<file path="src/spi_pkg.sv">
//--------------------
// shared sizes, enums and the request struct for the spi master
// blocks and testbench refer to these by scoped names
//--------------------
package spi_pkg;

  //--------------------
  // sizes
  //--------------------
  // chip selects on the bus
  localparam int num_slaves  = 4;
  // width of the slave index in a request
  localparam int cs_width    = $clog2(num_slaves);
  // bits per transfer
  localparam int data_width  = 8;
  // ct2 and t2c delay fields
  localparam int delay_width = 4;
  // baud divider field, sclk cycles per half period
  localparam int div_width   = 4;
  // physical mosi / miso lanes
  localparam int lane_width  = 4;
  // beat counter, holds beats - 1 for single mode
  localparam int beat_width  = $clog2(data_width);

  //--------------------
  // enums
  //--------------------
  // bits moved per beat: 1, 2 or 4
  typedef enum logic [1:0] {
    lane_single,
    lane_dual,
    lane_quad
  } lane_mode_e;

  // controller sequence
  typedef enum logic [1:0] {
    st_idle,
    st_setup,
    st_shift,
    st_hold
  } ctrl_state_e;

  // host request, sampled with an accepted start
  typedef struct packed {
    logic [cs_width-1:0]    cs_index;
    lane_mode_e             mode;
    logic [data_width-1:0]  tx_data;
    logic [delay_width-1:0] ct2_delay;
    logic [delay_width-1:0] t2c_delay;
    logic [div_width-1:0]   baud_div;
  } spi_req_t;

  // index of the last beat for a lane mode, 8 / 4 / 2 beats
  function automatic logic [beat_width-1:0] last_beat(lane_mode_e mode);
    case (mode)
      lane_dual: return beat_width'(3);
      lane_quad: return beat_width'(1);
      default:   return beat_width'(7);
    endcase
  endfunction

endpackage

</file>
<file path="src/spi_baud_gen.sv">
//--------------------
// serial clock generator for spi mode 0
// spi_clk idles low, half period is baud_div sclk cycles
// ticks mark the cycle whose closing edge toggles spi_clk
//--------------------
module spi_baud_gen (
  input  logic                           sclk,
  input  logic                           reset,
  input  logic                           clk_en,
  input  logic [spi_pkg::div_width-1:0]  baud_div,
  output logic                           spi_clk,
  output logic                           rise_tick,
  output logic                           fall_tick
);

  // half period counter
  logic [spi_pkg::div_width-1:0] cnt_q;
  logic [spi_pkg::div_width-1:0] cnt_last;
  logic                          spi_clk_q;
  logic                          toggle;

  // last count of a half period
  assign cnt_last = baud_div - spi_pkg::div_width'(1);
  assign toggle   = clk_en && (cnt_q == cnt_last);

  // direction of the coming edge
  assign rise_tick = toggle && !spi_clk_q;
  assign fall_tick = toggle && spi_clk_q;
  assign spi_clk   = spi_clk_q;

  always_ff @(posedge sclk) begin
    if (reset) begin
      cnt_q     <= '0;
      spi_clk_q <= 1'b0;
    end else if (!clk_en) begin
      // parked, so the first half after enable is low
      cnt_q     <= '0;
      spi_clk_q <= 1'b0;
    end else if (toggle) begin
      cnt_q     <= '0;
      spi_clk_q <= ~spi_clk_q;
    end else begin
      cnt_q <= cnt_q + spi_pkg::div_width'(1);
    end
  end

  //--------------------
  // checks
  //--------------------
  // one edge at a time
  a_tick_excl: assert property (
    @(posedge sclk) disable iff (reset)
    !(rise_tick && fall_tick)
  ) else $error("rise_tick and fall_tick high together");

endmodule

</file>
<file path="src/spi_lane_shifter.sv">
//--------------------
// transmit / receive byte for one transfer, msb first
// moves 1, 2 or 4 bits per beat, mode is latched at load
//--------------------
module spi_lane_shifter (
  input  logic                            sclk,
  input  logic                            reset,
  input  logic                            load,
  input  logic [spi_pkg::data_width-1:0]  tx_data,
  input  spi_pkg::lane_mode_e             mode,
  input  logic                            sample,
  input  logic                            shift,
  input  logic [spi_pkg::lane_width-1:0]  miso,
  output logic [spi_pkg::lane_width-1:0]  mosi,
  output logic [spi_pkg::data_width-1:0]  rx_byte
);

  logic [spi_pkg::data_width-1:0]  tx_q;
  logic [spi_pkg::data_width-1:0]  rx_q;
  logic [spi_pkg::data_width-1:0]  rx_next;
  logic [spi_pkg::data_width-1:0]  rx_byte_q;
  spi_pkg::lane_mode_e             mode_q;
  // samples left before the byte is full
  logic [spi_pkg::beat_width-1:0] smp_cnt_q;

  //--------------------
  // lane map
  //--------------------
  // top bits of tx go out, unused lanes stay 0
  always_comb begin
    mosi = '0;
    case (mode_q)
      // lane 1 carries the higher bit
      spi_pkg::lane_dual: mosi[1:0] = tx_q[spi_pkg::data_width-1 -: 2];
      // lane 3 carries the highest bit of the nibble
      spi_pkg::lane_quad: mosi[3:0] = tx_q[spi_pkg::data_width-1 -: 4];
      default:            mosi[0]   = tx_q[spi_pkg::data_width-1];
    endcase
  end

  // receive uses the same map on miso
  always_comb begin
    case (mode_q)
      spi_pkg::lane_dual: rx_next = {rx_q[spi_pkg::data_width-3:0], miso[1:0]};
      spi_pkg::lane_quad: rx_next = {rx_q[spi_pkg::data_width-5:0], miso[3:0]};
      default:            rx_next = {rx_q[spi_pkg::data_width-2:0], miso[0]};
    endcase
  end

  //--------------------
  // transmit side
  //--------------------
  always_ff @(posedge sclk) begin
    if (reset) begin
      tx_q   <= '0;
      mode_q <= spi_pkg::lane_single;
    end else if (load) begin
      tx_q   <= tx_data;
      mode_q <= mode;
    end else if (shift) begin
      // zeros fill in, so mosi ends at 0
      case (mode_q)
        spi_pkg::lane_dual: tx_q <= tx_q << 2;
        spi_pkg::lane_quad: tx_q <= tx_q << 4;
        default:            tx_q <= tx_q << 1;
      endcase
    end
  end

  //--------------------
  // receive side
  //--------------------
  always_ff @(posedge sclk) begin
    if (sample) begin
      rx_q <= rx_next;
    end
  end

  // rx_byte only moves on the last sample of a transfer
  always_ff @(posedge sclk) begin
    if (reset) begin
      smp_cnt_q <= '0;
      rx_byte_q <= '0;
    end else if (load) begin
      smp_cnt_q <= spi_pkg::last_beat(mode);
    end else if (sample) begin
      if (smp_cnt_q == '0) begin
        rx_byte_q <= rx_next;
      end else begin
        smp_cnt_q <= smp_cnt_q - spi_pkg::beat_width'(1);
      end
    end
  end

  assign rx_byte = rx_byte_q;

  //--------------------
  // checks
  //--------------------
  // mosi moves only right after a load or a shift
  a_mosi_stable: assert property (
    @(posedge sclk) disable iff (reset)
    !($past(load) || $past(shift)) |-> $stable(mosi)
  ) else $error("mosi changed outside a load or shift");

endmodule

</file>
<file path="src/spi_master_ctrl.sv">
//--------------------
// spi master sequencer: setup delay, shift beats, hold delay
// decodes the chip select and drives the clock and shifter strobes
//--------------------
module spi_master_ctrl (
  input  logic                            sclk,
  input  logic                            reset,
  input  logic                            start,
  input  spi_pkg::spi_req_t               req,
  input  logic                            rise_tick,
  input  logic                            fall_tick,
  output logic                            clk_en,
  output logic [spi_pkg::div_width-1:0]   baud_div,
  output logic                            load,
  output logic                            sample,
  output logic                            shift,
  output spi_pkg::lane_mode_e             mode,
  output logic [spi_pkg::data_width-1:0]  tx_data,
  output logic [spi_pkg::num_slaves-1:0]  cs_n,
  output logic                            busy,
  output logic                            done
);

  spi_pkg::ctrl_state_e             state_q;
  // shared by setup and hold
  logic [spi_pkg::delay_width-1:0]  dly_q;
  logic [spi_pkg::beat_width-1:0]   beat_q;
  logic                             done_q;
  logic                             accept;
  // latched request fields
  logic [spi_pkg::cs_width-1:0]     cs_q;
  logic [spi_pkg::delay_width-1:0]  t2c_q;
  logic [spi_pkg::div_width-1:0]    div_q;

  // a start while busy is dropped
  assign accept = start && (state_q == spi_pkg::st_idle);

  // shifter loads in the start cycle, mosi is ready in cycle 1
  assign load    = accept;
  assign tx_data = req.tx_data;
  assign mode    = req.mode;

  // clock runs only while shifting
  assign clk_en   = (state_q == spi_pkg::st_shift);
  assign baud_div = div_q;
  assign sample   = clk_en && rise_tick;
  assign shift    = clk_en && fall_tick;

  assign busy = (state_q != spi_pkg::st_idle);
  assign done = done_q;

  // one-cold select for the latched slave
  always_comb begin
    cs_n = '1;
    if (state_q != spi_pkg::st_idle) begin
      cs_n[cs_q] = 1'b0;
    end
  end

  always_ff @(posedge sclk) begin
    if (accept) begin
      cs_q  <= req.cs_index;
      t2c_q <= req.t2c_delay;
      div_q <= req.baud_div;
    end
  end

  //--------------------
  // sequence
  //--------------------
  always_ff @(posedge sclk) begin
    if (reset) begin
      state_q <= spi_pkg::st_idle;
      dly_q   <= '0;
      beat_q  <= '0;
      done_q  <= 1'b0;
    end else begin
      done_q <= 1'b0;
      case (state_q)
        spi_pkg::st_idle: begin
          if (accept) begin
            beat_q <= spi_pkg::last_beat(req.mode);
            // zero delay goes straight to the beats
            if (req.ct2_delay == '0) begin
              state_q <= spi_pkg::st_shift;
            end else begin
              state_q <= spi_pkg::st_setup;
              dly_q   <= req.ct2_delay - spi_pkg::delay_width'(1);
            end
          end
        end
        spi_pkg::st_setup: begin
          if (dly_q == '0) begin
            state_q <= spi_pkg::st_shift;
          end else begin
            dly_q <= dly_q - spi_pkg::delay_width'(1);
          end
        end
        spi_pkg::st_shift: begin
          // beats end on the last falling edge
          if (fall_tick) begin
            if (beat_q != '0) begin
              beat_q <= beat_q - spi_pkg::beat_width'(1);
            end else if (t2c_q == '0) begin
              state_q <= spi_pkg::st_idle;
              done_q  <= 1'b1;
            end else begin
              state_q <= spi_pkg::st_hold;
              dly_q   <= t2c_q - spi_pkg::delay_width'(1);
            end
          end
        end
        default: begin
          // hold, then release cs with done
          if (dly_q == '0) begin
            state_q <= spi_pkg::st_idle;
            done_q  <= 1'b1;
          end else begin
            dly_q <= dly_q - spi_pkg::delay_width'(1);
          end
        end
      endcase
    end
  end

  //--------------------
  // checks
  //--------------------
  a_cs_onecold: assert property (
    @(posedge sclk) disable iff (reset)
    $onehot0(~cs_n)
  ) else $error("more than one chip select low");

  // done only closes a running transfer
  a_done_src: assert property (
    @(posedge sclk) disable iff (reset)
    done |-> ($past(state_q) != spi_pkg::st_idle)
  ) else $error("done without a transfer");

endmodule

</file>
<file path="src/spi_master.sv">
//--------------------
// quad capable spi master, mode 0, one byte per start
// ties the sequencer, clock divider and lane shifter together
//--------------------
module spi_master (
  input  logic                            sclk,
  input  logic                            reset,
  input  logic                            start,
  input  spi_pkg::spi_req_t               req,
  output logic                            busy,
  output logic                            done,
  output logic [spi_pkg::data_width-1:0]  rx_data,
  output logic                            spi_clk,
  output logic [spi_pkg::num_slaves-1:0]  cs_n,
  output logic [spi_pkg::lane_width-1:0]  mosi,
  input  logic [spi_pkg::lane_width-1:0]  miso
);

  // sequencer to clock divider
  logic                            clk_en;
  logic [spi_pkg::div_width-1:0]   baud_div;
  logic                            rise_tick;
  logic                            fall_tick;
  // sequencer to shifter
  logic                            load;
  logic                            sample;
  logic                            shift;
  spi_pkg::lane_mode_e             mode;
  logic [spi_pkg::data_width-1:0]  tx_data;

  spi_master_ctrl u_ctrl (
    .sclk      (sclk),
    .reset     (reset),
    .start     (start),
    .req       (req),
    .rise_tick (rise_tick),
    .fall_tick (fall_tick),
    .clk_en    (clk_en),
    .baud_div  (baud_div),
    .load      (load),
    .sample    (sample),
    .shift     (shift),
    .mode      (mode),
    .tx_data   (tx_data),
    .cs_n      (cs_n),
    .busy      (busy),
    .done      (done)
  );

  spi_baud_gen u_baud (
    .sclk      (sclk),
    .reset     (reset),
    .clk_en    (clk_en),
    .baud_div  (baud_div),
    .spi_clk   (spi_clk),
    .rise_tick (rise_tick),
    .fall_tick (fall_tick)
  );

  spi_lane_shifter u_shifter (
    .sclk    (sclk),
    .reset   (reset),
    .load    (load),
    .tx_data (tx_data),
    .mode    (mode),
    .sample  (sample),
    .shift   (shift),
    .miso    (miso),
    .mosi    (mosi),
    .rx_byte (rx_data)
  );

  // idle bus: all selects high, clock parked low
  a_idle_bus: assert property (
    @(posedge sclk) disable iff (reset)
    (u_ctrl.state_q == spi_pkg::st_idle) |-> (cs_n == '1 && !spi_clk)
  ) else $error("bus active while sequencer idle");

endmodule

</file>
<file path="config.mk">
export PLATFORM = sky130hd
export DESIGN_NAME = spi_master
export DESIGN_NICKNAME = d
export VERILOG_FILES = /design/src/spi_pkg.sv /design/src/spi_baud_gen.sv /design/src/spi_lane_shifter.sv /design/src/spi_master_ctrl.sv /design/src/spi_master.sv
export SDC_FILE = /design/constraint.sdc
export NUM_CORES = 1
export LEC_CHECK = 0
export ABC_CLOCK_PERIOD_IN_PS = 3450
export BUFFER_PORTS_ARGS = -buffer_cell sky130_fd_sc_hd__buf_2
export CELL_PAD_IN_SITES_DETAIL_PLACEMENT = 0
export CELL_PAD_IN_SITES_GLOBAL_PLACEMENT = 2
export CORE_AREA = 2 2 92 94
export CTS_BUF_LIST = sky130_fd_sc_hd__clkbuf_4
export DETAILED_ROUTE_END_ITERATION = 10
export DIE_AREA = 0 0 94 96
export PLACE_DENSITY = 0.84
export SLEW_MARGIN = 20
export SYNTH_ARGS = -nofsm -noshare
export SYNTH_HDL_FRONTEND = slang
export SYNTH_SLANG_ARGS = --single-unit
export TNS_END_PERCENT = 100
</file>
<file path="constraint.sdc">
create_clock -name sclk -period 3.45 [get_ports sclk]
set_clock_uncertainty 0.15 [all_clocks]
set_input_delay 0.5175 -clock sclk [delete_from_list [all_inputs] [get_ports sclk]]
set_output_delay 0.5175 -clock sclk [all_outputs]
set_load 0.01 [all_outputs]
</file>
==> results.md <==
* Fill cells at 830
* Setup_tns at 0 ps
* Post-cts repair resize count at 0
* Crit path largest cell delay at 750 ps
* Synthesis Warnings at 0
* Chip Height at 96 µm
* Tmin final at 2915 ps
* Worst Max-Slew Pin Slew at 747.9 ps
* Rel. slew slack at 50.14%
* Wire per inst at 13.71 µm
* Synth area leader: dfxtp_1
* Starting Density at 34.34%
* Top Ports at 50
* CTS Buf Count at 5
* Top cell type's share of synthesized area at 26.06%
* Synthesis-to-layout area growth at 15.66%
* Routability congestion estimate at 0.7858
* Post-cts hold buffer count at 0
* Setup bufs post-CTS at 0
* Worst R2R Start: u_ctrl.baud_div[0]
* Leading cell type in the layout, fill and taps excluded: buf_2
* Clk sinks at 53
* Post-Syn Area per Cell at 9.156 µm²
* Final non-filler cell total at 450
* Fin. Hold Viols at 0
* Antenna violations before repair at 0
* Async SR Flop Fraction at 0%
* VDD IR max at 0.1813 mV
* Slowest cell on the critical path: or4_1
* Pleak at 1.246 nW
* Max Cap Violations at 0
* Max Slew Vio Count at 0
* FF/Latch Area at 1231 µm²
* Core area at 8051 µm²
* CP cell instances: inv_1 > ha_1 > xnor2_1 > or3_1 > or4_1 > or4_1 > a311oi_1
* Nets at 385
* First-pass iteration count of the detailed router at 4
* Arr. time, crit path at 3070 ps
* Flops & latches, synth at 53
* TritonCTS clock tree: yes
* # H-tree levels at 2
* Cell row count at 33
* N_diodes at 0
* Placed cells at 442
* Clock slew at reported path FFs at 160 ps
* Drt total wl at 6170 µm
* Max Freq at 343.0 MHz
* Status: finished, final reports clean
* Critical path endpoint category: flop
* Multi-input logic area at 1405 µm²
* DRC at 0
* Synth area leaders: dfxtp_1, edfxtp_1, o21ai_0
* Layout cells sized above 1 at 20.00%
* Top FF cell, synth: dfxtp_1
* Worst EP required at 3610 ps
* Total track usage at 14.45%
* Vias in the first global route at 2224
* Clock Tree Buf Depth at 2
* Crit share post-route at 84.50%
* Sequential element share of the synthesized area at 44.52%
* Die area at 9024 µm²
* Crit path max fanout at 15
* Top delay family on crit path: simple AND/OR/NAND/NOR gates
* Synth Instances at 302
* ANT nets after route at 0
* Synth cell types at 48
* Critical Path Start: u_ctrl.baud_div[0]
* Pwr/cell area at 608.8 nW/µm²
* Die W at 94 µm
* Count of final setup violators at 0
* Mapped Nets at 343
* Post-synth EDFFs at 17
* Critical Path Start Type: flop
* Vias per Instance at 4.991
* Most frequent cells in the layout: buf_2, dfxtp_1, nand2_1
* Post-Syn Area at 2765 µm²
* Worst min path class: in2reg
* Insertion delay to the later sink of the worst-skew pair at 380 ps
* Global route overflow at 0
* RSZ-0062 raised after global routing: no
* CP Class: reg2reg
* CTS root buf: clkbuf_4
* Most frequent CP cell: or4_1
* First-pass GRT wire length at 10320 µm
* Hold path startpoint: req[3]
* WP buf/inv at 1
* Total Power at 0.001947 W
* Pin count of the biggest net entering global routing at 31
* IO buf count at 49
* DP HPWL at 4516 µm
* Vias at 2246
* DRT iter0 DRCs at 87
-- cell type report --
class | count | share of cell area, %
multi-input cells | 217 | 43.94
clock buffers | 5 | 1.174
well taps | 105 | 4.108
inverters | 14 | 1.643
repair buffers | 53 | 8.607
clock inverters | 3 | 2.034
flip-flops and latches | 53 | 38.50
-- state kept, by name, indices dropped and copies added, names as in the netlist --
| signal | count |
|---|---|
| u_baud.cnt_q | 4 |
| u_baud.spi_clk | 1 |
| u_ctrl.baud_div | 4 |
| u_ctrl.beat_q | 3 |
| u_ctrl.cs_q | 2 |
| u_ctrl.dly_q | 4 |
| u_ctrl.done | 1 |
| u_ctrl.state_q | 2 |
| u_ctrl.t2c_q | 4 |
| u_shifter.mode_q | 2 |
| u_shifter.rx_byte | 8 |
| u_shifter.rx_q | 7 |
| u_shifter.smp_cnt_q | 3 |
| u_shifter.tx_q | 8 |
-- synthesized netlist by cell type, types with 5 or more instances --
library cell / instances
dfxtp_1: 36
nand2_1: 34
o21ai_0: 26
edfxtp_1: 17
nand3_1: 17
a21oi_1: 16
nor2_1: 16
clkbuf_1: 15
inv_1: 13
a22oi_1: 12
mux2i_1: 11
ha_1: 10
nor3_1: 10
a211oi_1: 7
xnor2_1: 6
mux2_2: 5
-- report_power, final --
part	internal (W)	switching, W	leakage (nW)
registers	0.000756	0.0000994	0.453
clock network	0.000225	0.000201	0.0552
logic	0.000279	0.000388	0.738
-- stage by stage --
stage / hold slack [ps] / worst slack [ps] / util [%] / area, µm²
after floorplan: 291.1 / 802.7 / - / 2765
after global placement: 316.6 / 587.1 / 38.45 / 3095
after detailed placement: 313.7 / 518.7 / 38.45 / 3095
after CTS: 137.0 / 511.0 / 39.72 / 3198
after global routing: 122.3 / 410.1 / 39.72 / 3198
final: 160.8 / 534.7 / 39.72 / 3198
-- per-layer routing --
metal  up-vias  part of all wire (%)  track usage, %
met5         -                     0               0
met4         0                  0.58           3.986
met3         2                   2.0           2.819
met2        26                    47           24.17
met1      1041                    50           19.16
li1       1177                     -               -
-- worst paths after layout --
kind | endpoint | slack, ps | cells past startpoint
setup / recovery | u_shifter.smp_cnt_q[2] | 530 | 7
hold / removal | u_ctrl.baud_div[3] | 160 | 1
setup reg to reg | u_shifter.smp_cnt_q[2] | 530 | 7
hold reg to reg | u_shifter.rx_byte[2] | 340 | 2
-- cell families after synthesis --
group	share of synthesized area, %
buf+inv	4.660
fa+ha+maj	4.525
compound gates	17.10
flops	44.52
simple gates	18.33
xor+xnor	4.841
mux	6.018
(Power assumes the default switching activity.)
